$ cat src/verilog/cam_bist_pkg.sv
/*
 * CAM BIST shared definitions
 * Widths, background pattern and vector types for the 16x16 CAM,
 * the controller state encoding, and the structs that carry the
 * controller's mode bits and the request sent to the CAM port.
 */

package cam_bist_pkg;

   // ------------------------------
   // Geometry
   // ------------------------------

   // Entries in the CAM
   localparam int CAM_DEPTH = 16;
   // Data bits per entry
   localparam int CAM_WIDTH = 16;
   // Entry address width
   localparam int ADDR_W = 4;
   // Mask position width, one position per data bit
   localparam int BITPOS_W = $clog2(CAM_WIDTH);
   // Fail counter width
   localparam int FAIL_W = 8;

   // Background word, low nibble left clear for the entry address
   localparam logic [CAM_WIDTH-1:0] BIST_BACKGROUND = 16'hA5A0;

   // ------------------------------
   // Vector types
   // ------------------------------

   typedef logic [CAM_WIDTH-1:0] cam_data_t;
   typedef logic [ADDR_W-1:0]    cam_addr_t;
   // One bit per entry
   typedef logic [CAM_DEPTH-1:0] cam_match_t;
   typedef logic [FAIL_W-1:0]    fail_cnt_t;

   // Controller passes, in run order
   typedef enum logic [2:0] {
      IDLE,
      WR0,
      SRCH0,
      MSRCH,
      WR1,
      SRCH1,
      DRAIN,
      DONE
   } bist_state_e;

   // Mode bits from the controller to the input handler
   typedef struct packed {
      logic cm_mode;
      logic rotate_mask;
      logic cd_mask_en;
      logic data_inv;
   } bist_ctl_t;

   // One CAM port request
   typedef struct packed {
      logic      wr_en;
      logic      srch_en;
      cam_addr_t addr;
      cam_data_t wr_data;
      cam_data_t srch_data;
   } cam_req_t;

endpackage
$ cat src/verilog/cam_bist_top.sv
/*
 * CAM BIST top
 * Ties the controller, counters, input handler and checker together
 * and registers the request once before it goes to the CAM port.
 */

`timescale 1ns/1ps

module cam_bist_top (
   input  logic                    bist_clk,
   input  logic                    rst_b,
   input  logic                    bist_start,
   input  cam_bist_pkg::cam_match_t cam_match,
   output cam_bist_pkg::cam_req_t   cam_req,
   output logic                    bist_done,
   output logic                    bist_fail,
   output cam_bist_pkg::fail_cnt_t  fail_count,
   output cam_bist_pkg::cam_addr_t  first_fail_addr
);

   cam_bist_pkg::bist_ctl_t ctl;
   cam_bist_pkg::cam_req_t  req_next;
   logic                    addr_inc;
   logic                    bit_inc;
   logic                    addr_last;
   logic                    bit_last;

   cam_bist_ctrl ctrl_i (
      .bist_clk   (bist_clk),
      .rst_b      (rst_b),
      .bist_start (bist_start),
      .addr_last  (addr_last),
      .bit_last   (bit_last),
      .ctl        (ctl),
      .wr_en      (req_next.wr_en),
      .srch_en    (req_next.srch_en),
      .addr_inc   (addr_inc),
      .bit_inc    (bit_inc),
      .done       (bist_done)
   );

   cam_bist_addr_cnt addr_cnt_i (
      .bist_clk  (bist_clk),
      .rst_b     (rst_b),
      .addr_inc  (addr_inc),
      .bit_inc   (bit_inc),
      .addr      (req_next.addr),
      .addr_last (addr_last),
      .bit_last  (bit_last)
   );

   cam_bist_inhandler inhandler_i (
      .bist_clk  (bist_clk),
      .rst_b     (rst_b),
      .ctl       (ctl),
      .addr      (req_next.addr),
      .wr_data   (req_next.wr_data),
      .srch_data (req_next.srch_data)
   );

   // Checker sees the unregistered search, its delay covers the output flop
   cam_bist_match_chk match_chk_i (
      .bist_clk        (bist_clk),
      .rst_b           (rst_b),
      .srch_en         (req_next.srch_en),
      .data_inv        (ctl.data_inv),
      .srch_data       (req_next.srch_data),
      .srch_addr       (req_next.addr),
      .cam_match       (cam_match),
      .clear           (bist_start),
      .fail            (bist_fail),
      .fail_count      (fail_count),
      .first_fail_addr (first_fail_addr)
   );

   // ------------------------------
   // CAM request register
   // ------------------------------
   always_ff @(posedge bist_clk) begin
      if (!rst_b) begin
         cam_req.wr_en   <= 1'b0;
         cam_req.srch_en <= 1'b0;
      end else begin
         cam_req.wr_en   <= req_next.wr_en;
         cam_req.srch_en <= req_next.srch_en;
      end
   end

   // Address and data fields
   always_ff @(posedge bist_clk) begin
      cam_req.addr      <= req_next.addr;
      cam_req.wr_data   <= req_next.wr_data;
      cam_req.srch_data <= req_next.srch_data;
   end

endmodule

$ cat src/verilog/cam_bist_match_chk.sv
/*
 * CAM BIST match checker
 * Delays each search by two cycles to line up with the CAM reply,
 * decodes the expected match vector from the compare data, and counts
 * mismatches. Keeps a sticky fail flag and the first failing address.
 */

`timescale 1ns/1ps

module cam_bist_match_chk (
   input  logic                    bist_clk,
   input  logic                    rst_b,
   input  logic                    srch_en,
   input  logic                    data_inv,
   input  cam_bist_pkg::cam_data_t  srch_data,
   input  cam_bist_pkg::cam_addr_t  srch_addr,
   input  cam_bist_pkg::cam_match_t cam_match,
   input  logic                    clear,
   output logic                    fail,
   output cam_bist_pkg::fail_cnt_t  fail_count,
   output cam_bist_pkg::cam_addr_t  first_fail_addr
);

   // Search fields carried down the delay line
   typedef struct packed {
      logic                   data_inv;
      cam_bist_pkg::cam_data_t srch_data;
      cam_bist_pkg::cam_addr_t srch_addr;
   } srch_info_t;

   logic [1:0]                 vld_d;
   srch_info_t                 info_d1;
   srch_info_t                 info_d2;
   cam_bist_pkg::cam_data_t    key;
   cam_bist_pkg::cam_match_t   exp_match;
   logic                       mismatch;

   // ------------------------------
   // Two-cycle delay line
   // ------------------------------
   always_ff @(posedge bist_clk) begin
      if (!rst_b) begin
         vld_d <= '0;
      end else begin
         vld_d <= {vld_d[0], srch_en};
      end
   end

   always_ff @(posedge bist_clk) begin
      info_d1 <= '{data_inv: data_inv, srch_data: srch_data, srch_addr: srch_addr};
      info_d2 <= info_d1;
   end

   // ------------------------------
   // Expected vector
   // ------------------------------

   // Strip background and inversion, leaving the tag and any mask flip
   assign key = info_d2.srch_data ^ cam_bist_pkg::BIST_BACKGROUND
                ^ {cam_bist_pkg::CAM_WIDTH{info_d2.data_inv}};

   // Upper bits clean means exactly the tagged entry hits
   assign exp_match = (key[cam_bist_pkg::CAM_WIDTH-1:cam_bist_pkg::ADDR_W] == '0)
                      ? cam_bist_pkg::cam_match_t'(1) << key[cam_bist_pkg::ADDR_W-1:0]
                      : '0;

   assign mismatch = vld_d[1] && (cam_match != exp_match);

   // ------------------------------
   // Fail tracking
   // ------------------------------
   always_ff @(posedge bist_clk) begin
      if (!rst_b || clear) begin
         fail            <= 1'b0;
         fail_count      <= '0;
         first_fail_addr <= '0;
      end else if (mismatch) begin
         fail <= 1'b1;
         // Saturate at all ones
         if (fail_count != '1) begin
            fail_count <= fail_count + 1'b1;
         end
         if (!fail) begin
            first_fail_addr <= info_d2.srch_addr;
         end
      end
   end

endmodule

$ cat src/verilog/cam_bist_inhandler.sv
/*
 * CAM BIST input handler
 * Holds the rotating one-hot mask, builds the address-tagged write
 * pattern with optional inversion, and muxes the compare data onto the
 * search bus, masked or plain.
 */

`timescale 1ns/1ps

module cam_bist_inhandler (
   input  logic                   bist_clk,
   input  logic                   rst_b,
   input  cam_bist_pkg::bist_ctl_t ctl,
   input  cam_bist_pkg::cam_addr_t addr,
   output cam_bist_pkg::cam_data_t wr_data,
   output cam_bist_pkg::cam_data_t srch_data
);

   cam_bist_pkg::cam_data_t mask;
   cam_bist_pkg::cam_data_t pattern;
   cam_bist_pkg::cam_data_t cmp_data;

   // ------------------------------
   // Rotating mask
   // ------------------------------
   always_ff @(posedge bist_clk) begin
      if (!rst_b) begin
         // Walk starts at bit 0
         mask <= cam_bist_pkg::cam_data_t'(1);
      end else if (ctl.rotate_mask) begin
         // Left rotate, MSB wraps to bit 0
         mask <= {mask[cam_bist_pkg::CAM_WIDTH-2:0], mask[cam_bist_pkg::CAM_WIDTH-1]};
      end
   end

   // ------------------------------
   // Write pattern
   // ------------------------------

   // Background with the entry address in the low nibble
   assign pattern = cam_bist_pkg::BIST_BACKGROUND ^ cam_bist_pkg::cam_data_t'(addr);

   // Whole word flips on the inverted passes
   assign wr_data = pattern ^ {cam_bist_pkg::CAM_WIDTH{ctl.data_inv}};

   // ------------------------------
   // Compare data
   // ------------------------------

   // Masked bit is flipped only during the walking-mask pass
   assign cmp_data = wr_data ^ (mask & {cam_bist_pkg::CAM_WIDTH{ctl.cd_mask_en}});

   // Search bus held at zero outside search cycles
   assign srch_data = ctl.cm_mode ? cmp_data : '0;

endmodule

$ cat src/verilog/cam_bist_addr_cnt.sv
/*
 * CAM BIST address counter
 * Entry address counter and mask position counter. Both wrap to zero
 * and flag their final value, so each pass starts at entry 0.
 */

`timescale 1ns/1ps

module cam_bist_addr_cnt (
   input  logic                   bist_clk,
   input  logic                   rst_b,
   input  logic                   addr_inc,
   input  logic                   bit_inc,
   output cam_bist_pkg::cam_addr_t addr,
   output logic                   addr_last,
   output logic                   bit_last
);

   // Mask position, one step per MSRCH sweep
   logic [cam_bist_pkg::BITPOS_W-1:0] bit_pos;

   // ------------------------------
   // Entry address
   // ------------------------------
   always_ff @(posedge bist_clk) begin
      if (!rst_b) begin
         addr <= '0;
      end else if (addr_inc) begin
         // Natural wrap at CAM_DEPTH
         addr <= addr + 1'b1;
      end
   end

   // ------------------------------
   // Mask position
   // ------------------------------
   always_ff @(posedge bist_clk) begin
      if (!rst_b) begin
         bit_pos <= '0;
      end else if (bit_inc) begin
         bit_pos <= bit_pos + 1'b1;
      end
   end

   // Final values
   assign addr_last = (addr == cam_bist_pkg::cam_addr_t'(cam_bist_pkg::CAM_DEPTH - 1));
   assign bit_last  = (bit_pos == (cam_bist_pkg::BITPOS_W)'(cam_bist_pkg::CAM_WIDTH - 1));

endmodule

$ cat src/verilog/cam_bist_ctrl.sv
/*
 * CAM BIST controller
 * Steps through the write, search, walking-mask search and inverted
 * passes, one entry per cycle. Drives the mode bits for the input
 * handler, the counter strobes and the port enables, then drains the
 * reply pipeline and pulses done.
 */

`timescale 1ns/1ps

module cam_bist_ctrl (
   input  logic                   bist_clk,
   input  logic                   rst_b,
   input  logic                   bist_start,
   input  logic                   addr_last,
   input  logic                   bit_last,
   output cam_bist_pkg::bist_ctl_t ctl,
   output logic                   wr_en,
   output logic                   srch_en,
   output logic                   addr_inc,
   output logic                   bit_inc,
   output logic                   done
);

   cam_bist_pkg::bist_state_e state;
   cam_bist_pkg::bist_state_e state_next;
   // Counts the two drain cycles
   logic                      drain_cnt;

   // ------------------------------
   // State register
   // ------------------------------
   always_ff @(posedge bist_clk) begin
      if (!rst_b) begin
         state     <= cam_bist_pkg::IDLE;
         drain_cnt <= 1'b0;
      end else begin
         state <= state_next;
         // Toggles only while draining, so it is zero on entry
         drain_cnt <= (state == cam_bist_pkg::DRAIN) ? ~drain_cnt : 1'b0;
      end
   end

   // ------------------------------
   // Next state and outputs
   // ------------------------------
   always_comb begin
      state_next      = state;
      ctl             = '0;
      wr_en           = 1'b0;
      srch_en         = 1'b0;
      addr_inc        = 1'b0;
      bit_inc         = 1'b0;
      done            = 1'b0;

      case (state)
         cam_bist_pkg::IDLE: begin
            // Start is only looked at here
            if (bist_start) begin
               state_next = cam_bist_pkg::WR0;
            end
         end
         cam_bist_pkg::WR0: begin
            wr_en    = 1'b1;
            addr_inc = 1'b1;
            if (addr_last) begin
               state_next = cam_bist_pkg::SRCH0;
            end
         end
         cam_bist_pkg::SRCH0: begin
            srch_en     = 1'b1;
            addr_inc    = 1'b1;
            ctl.cm_mode = 1'b1;
            if (addr_last) begin
               state_next = cam_bist_pkg::MSRCH;
            end
         end
         cam_bist_pkg::MSRCH: begin
            srch_en        = 1'b1;
            addr_inc       = 1'b1;
            ctl.cm_mode    = 1'b1;
            ctl.cd_mask_en = 1'b1;
            // End of a sweep moves the mask to the next bit
            if (addr_last) begin
               ctl.rotate_mask = 1'b1;
               bit_inc         = 1'b1;
               if (bit_last) begin
                  state_next = cam_bist_pkg::WR1;
               end
            end
         end
         cam_bist_pkg::WR1: begin
            wr_en        = 1'b1;
            addr_inc     = 1'b1;
            ctl.data_inv = 1'b1;
            if (addr_last) begin
               state_next = cam_bist_pkg::SRCH1;
            end
         end
         cam_bist_pkg::SRCH1: begin
            srch_en      = 1'b1;
            addr_inc     = 1'b1;
            ctl.cm_mode  = 1'b1;
            ctl.data_inv = 1'b1;
            if (addr_last) begin
               state_next = cam_bist_pkg::DRAIN;
            end
         end
         cam_bist_pkg::DRAIN: begin
            // Last reply reaches the checker on the second cycle
            if (drain_cnt) begin
               state_next = cam_bist_pkg::DONE;
            end
         end
         cam_bist_pkg::DONE: begin
            done       = 1'b1;
            state_next = cam_bist_pkg::IDLE;
         end
         default: begin
            state_next = cam_bist_pkg::IDLE;
         end
      endcase
   end

endmodule

$ cat config.mk
export PLATFORM = sky130hd
export DESIGN_NAME = cam_bist_top
export DESIGN_NICKNAME = d
export VERILOG_FILES = /design/src/verilog/cam_bist_pkg.sv /design/src/verilog/cam_bist_top.sv /design/src/verilog/cam_bist_match_chk.sv /design/src/verilog/cam_bist_inhandler.sv /design/src/verilog/cam_bist_addr_cnt.sv /design/src/verilog/cam_bist_ctrl.sv
export SDC_FILE = /design/constraint.sdc
export NUM_CORES = 1
export LEC_CHECK = 0
export BUFFER_PORTS_ARGS = -buffer_cell sky130_fd_sc_hd__clkbuf_2
export CORE_MARGIN = 10
export CORE_UTILIZATION = 50
export DETAILED_ROUTE_END_ITERATION = 12
export MAX_ROUTING_LAYER = met4
export PLACE_DENSITY = 0.87
export SLEW_MARGIN = 15
export SYNTH_ARGS = -nofsm -noshare
export SYNTH_HDL_FRONTEND = slang
export SYNTH_SLANG_ARGS = --single-unit
$ cat constraint.sdc
create_clock -name bist_clk -period 2.27 [get_ports bist_clk]
set_input_delay 0.1135 -clock bist_clk [delete_from_list [all_inputs] [get_ports bist_clk]]
set_output_delay 0.1135 -clock bist_clk [all_outputs]
set_load 0.005 [all_outputs]
-- After elaboration in Yosys (flattened, before gate mapping)
Cells that the tools add are included.
- register bits after elaboration: 103
- bits in latches: 0
- memory bits (writable): 0
- bits in read-only memories: 0
- output and inout port bits: 52
- logic and storage cells: 79
- memories: 0
- $add $sub $neg: 3
- multiply operators: 0
- divide/modulo/power cells: 0
- $lt $le $gt $ge: 0
- eq/ne operators: 19
- shifts and indexed selects: 1
- multiplexer cells: 18
- bitwise operators: 7
- reductions and logical operators: 13
- operator list (cell ; number):
    $xor 16x16->16 ; 3
    $mux 3 ; 8
    $pmux 3 s8 ; 1
    $and 16x16->16 ; 1
    $mux 16 ; 1
    $ne 16x16->1 ; 1
    $shl 1x4->16 const A ; 1
    $ne 2x1->1 const B ; 7
    $eq 3x3->1 const B ; 4
    $logic_not 12->1 ; 1
    $add 4x1->4 const B ; 2
    $add 8x1->8 const B ; 1
    $eq 4x4->1 const B ; 2
    $ne 8x8->1 const B ; 1
    $reduce_and 8->1 ; 1
    $mux 1 ; 7
    $eq 3x2->1 const B ; 2
    $not 6->6 ; 1
    $reduce_and 2->1 ; 3
    $reduce_or 5->1 ; 1
    $reduce_or 2->1 ; 2
    $eq 3x1->1 const B ; 1
    $logic_not 3->1 ; 1
    $reduce_or 3->1 ; 1
    6 further kinds ; 7

-- Logic depth before layout (Yosys ltp)
- depth in word-level cells: 7
- mapped depth: 12
- depth with buffers taken out: 9

-- Cells and area by module
A second synthesis with hierarchy kept.
- cells, all modules: 439
- area, all modules: 4724.5 µm²
- modules (own cells, without submodules) (module ; instances ; cells each ; area an instance (µm²)):
    cam_bist_match_chk ; 1 ; 200 ; 2133.3
    cam_bist_inhandler ; 1 ; 123 ; 1147.4
    cam_bist_top ; 1 ; 40 ; 773.2
    cam_bist_addr_cnt ; 1 ; 35 ; 366.6
    cam_bist_ctrl ; 1 ; 41 ; 304.0

-- Worst setup path after synthesis
OpenSTA, ideal clock, no wires.
- kind: reg2reg
- from: reg match_chk_i.info_d2[20] (netlist bit)
- to: reg match_chk_i.fail_count[6]
- arrival: 2.298 ns
- setup slack: -0.147 ns
- stages on the path, launching flop included: 12
- clock period less this slack: 2.417 ns
- cells stage by stage: dfxtp_1 > buf_6 > nor3b_2 > nand4b_2 > a211oi_2 > mux2_1 > o2bb2ai_1 > o211ai_4 > nor2_8 > buf_8 > nor2_1 > o221a_1
- longest elaborated chain between the ends: 6
- elaborated cells between the ends (all ways): 7
- those cells by class: eq/ne (1); shift (1); mux (1); bitwise (1); reduce/logical (3)
- ends and longest elaborated chain (item ; line ; text):
    start: declaration ; cam_bist_match_chk.sv:33 ; srch_info_t info_d2;
    start signal: assignment ; cam_bist_match_chk.sv:51 ; info_d2 <= info_d1;
    $xor 16x16->16 (*) ; cam_bist_match_chk.sv:60 ; ^ {cam_bist_pkg::CAM_WIDTH{info_d2.data_inv}};
    $logic_not 12->1 or $shl 1x4->16 (tied branches) ; cam_bist_match_chk.sv:63, cam_bist_match_chk.sv:64 ;
    $mux 16 (*) ; cam_bist_match_chk.sv:64 ; ? cam_bist_pkg::cam_match_t'(1) << key[cam_bist_pkg::ADDR_W-1:0]
    $ne 16x16->1 (*) ; cam_bist_match_chk.sv:67 ; assign mismatch = vld_d[1] && (cam_match != exp_match);
    $logic_and 1x1->1 (*) ; cam_bist_match_chk.sv:67 ;
    $reduce_and 2->1 (no source line) (*) ; n/a ;
    end signal: assignment ; cam_bist_match_chk.sv:81 ; fail_count <= fail_count + 1'b1;
    end: declaration ; cam_bist_match_chk.sv:20 ; output cam_bist_pkg::fail_cnt_t fail_count,
Every way passes the cells marked *; elsewhere a longest branch is shown, timed or not.
A chain may end at the register's enable or synchronous reset.

-- Final worst setup path
- from: reg match_chk_i.info_d2[20] (netlist bit)
- to: reg match_chk_i.fail_count[5]
Same word-level chain as after synthesis.

==> impl_metrics.ini <==
[floorplanning]
dieHeight_um = 110
coreArea_mm2 = 0.00785
initial_core_util_pct = 52.0
rows = 32
io_pins = 71
fp.dieW_um = 110
die_area_mm2 = 0.0122

[power]
power_density_mw_per_mm2 = 789
power_uw = 3990
vdd_drop_max_uv = 400
leakagePower_uw = 0.00215

[setup_path]
cpMaxStageDelayCell = dfxtp_4
slowest_delay_ns = 0.36
cp_max_fo = 6
arrival_ns = 2.82
crit_chain = buf_12 -> nor4b_4 -> mux2i_4 -> buf_4 -> a211oi_4 -> mux2_4 -> o2bb2ai_4 -> o211ai_4 -> nor2_4 -> buf_6 -> o21ai_2 -> a21oi_1
start_kind = register
rrSetupSlack_ns = -0.25
criticalPathCategory = register to register
end_kind = register
critPathRequiredTime_ns = 2.57

[drt]
viasPerCell = 5.58
drt_iter0_drc = 301
dr_total_vias = 3574
routedWlPerCell_um = 16.0
antenna_left = 0
drt-pass1-iter-count = 5
drcViolationCount = 0
routed_wl_mm = 10.3

[yosys]
synth_edf_count = 0
synth_most_common_cell = dfxtp_1
yosysTopAreaCellShare_pct = 44.6
async_flop_share_pct = 0
yosys.area.top_type = dfxtp_1
synth-seq-area-share_pct = 44.6
synth_fp_nets = 471
synth_top_cells_by_count = 91 x dfxtp_1, 55 x nand2_1, 40 x a21oi_1
synthCells = 445
synth_flop_cell = dfxtp_1
synth.area.top_cells = dfxtp_1 45%, nand2_1 5.1%, a21oi_1 4.9%
ys.warnings.count = 0
ys_types = 69
ys_ff_latch = 91
syn_area_mm2 = 0.00408
avgSynthCellArea_um2 = 9.17

[place]
dp_cells = 616
numPortBuffers = 70
dp_slack_ns = -0.302
hpwl_mm = 7.43
gp_congestion = 0.928

[run]
cap_violations = 0

[hold_path]
hold_class = primary input to register

[outcome]
violations = negative setup slack
outcome = finished, violations left

[layout]
seq_area_mm2 = 0.00183
area_growth_pct = 23.9
final.fill_count = 608
final_cells = 640
fin_util_pct = 64.4
antennaDiodeCount = 0
drive_gt1_share_pct = 30.3
layout.nets = 559
multi_input_area_mm2 = 0.00214

[sta]
hold_viol_final = 0
worstMarginPinSlew_ns = 0.505
max_freq_ghz = 0.396
slew_violations = 0
grt_setup_unrepaired = true
relSlewSlack_pct = 66.2
period_needed_ns = 2.52
hold_ws_ns = 0.185
period_share_pct = 111
fin_ws_ns = -0.252
setup_viol = 13
clock_skew_ns = 0.0162

[global_route]
grt_pass1_wl_mm = 16.3
globalRouteOverflowTotal = 0
antenna_found_initial = 0
grt_start_max_net_pins = 29
grt_usage_pct = 17.0
first_global_vias = 3419

[cts]
clock_latency_ns = 0.37
cts_max_level = 3
cts-buffers-inserted = 9
cts.sinks = 91
cts_tree = yes
path_clk_slew_ns = 0.10
cts-root-buf = clkbuf_8
clockBufferDepth = 2
through the flow:
| stage | setup TNS (ns) | cell area, µm² |
|---|---|---|
| floorplan | -0.143 | 4130 |
| global placement | -1.28 | 4680 |
| detailed placement | -2.80 | 4680 |
| CTS | -2.80 | 4970 |
| global route | -3.96 | 5060 |
| finish | -2.74 | 5060 |
report_power, final:
part / switching, µW / internal, µW
registers: 134 / 1770
logic: 438 / 398
clock network: 584 / 662
registers in the layout, indices dropped and copies added (netlist names):
name                         flops
match_chk_i.fail_count           8
match_chk_i.info_d2             21
inhandler_i.mask                16
addr_cnt_i.addr                  4
ctrl_i.drain_cnt                 1
addr_cnt_i.bit_pos               4
cam_req                          7
match_chk_i.fail                 1
match_chk_i.vld_d                2
match_chk_i.info_d1             20
match_chk_i.first_fail_addr      4
ctrl_i.state                     3
cell usage in the layout, fill, tap and decap left out, types with 5 or more instances in the layout:
master,Yosys,routed
dfxtp_1,91,88
clkbuf_2,0,70
nand2_1,55,55
a21oi_1,40,40
buf_4,14,35
nor2_1,23,22
o21ai_0,14,12
nand2b_1,11,11
a21o_1,10,10
o211ai_1,10,10
nand3_1,10,10
clkbuf_8,0,10
inv_1,9,9
nor2b_1,9,9
xnor2_1,7,7
ha_1,7,7
o21ai_1,6,6
xor2_1,7,6
a22oi_1,6,6
and3_1,6,6
nor3_1,7,5
or3_1,5,5
or2_2,5,5
critical path, delay by kind of cell (launching register included):
| family | cells | cell delay [ns] |
|---|---|---|
| AOI/OAI and AO/OA | 5 | 0.67 |
| and+or+nand+nor | 2 | 0.52 |
| muxes | 2 | 0.49 |
| DFF | 1 | 0.36 |
| buffers and inverters | 3 | 0.43 |
what timing repair did:
| action | in CTS | in global routing |
|---|---|---|
| gates resized for setup | 3 | 15 |
| gates cloned | 1 | 0 |
| hold buffers | 1 | 0 |
| buffers inserted | 3 | 3 |
| endpoints found under the setup margin | 13 | 14 |
| endpoints found under the hold margin | 1 | 0 |
| pin swaps | 6 | 18 |
area by class of cell:
class	count	share of cell area, %
multi-input combinational	312	42.3
sequential	91	36.2
timing repair buffer	110	13.7
clock buffer	10	2.72
tap	102	2.52
clock inverter	6	1.86
inverter	9	0.668
layer usage:
metal	track usage [%]	up-vias	routed length, µm
met3	3.95	11	627
met1	18.2	1689	4140
met4	5.05	0	92
li1	-	1739	-
met5	-	-	0
met2	30.5	135	5410
cell families (layout without fill, tap and decap cells):
| logic type | Yosys count | after routing | synth area share [%] |
|---|---|---|---|
| flops | 91 | 91 | 44.6 |
| fa+ha+maj | 7 | 7 | 2.15 |
| simple gates | 171 | 172 | 24.3 |
| mux | 8 | 8 | 2.33 |
| buf+inv | 43 | 135 | 5.86 |
| compound gates | 111 | 111 | 17.7 |
| xor+xnor | 14 | 14 | 3.01 |
final timing paths:
kind / cells after the start / to / startpoint
setup / recovery: 12 / match_chk_i.fail_count[5] / match_chk_i.info_d2[20]
hold / removal: 3 / match_chk_i.fail / bist_start
setup reg to reg: 12 / match_chk_i.fail_count[5] / match_chk_i.info_d2[20]
hold reg to reg: 0 / match_chk_i.info_d2[11] / match_chk_i.info_d1[11]
Power figures use the tool's default switching activity.
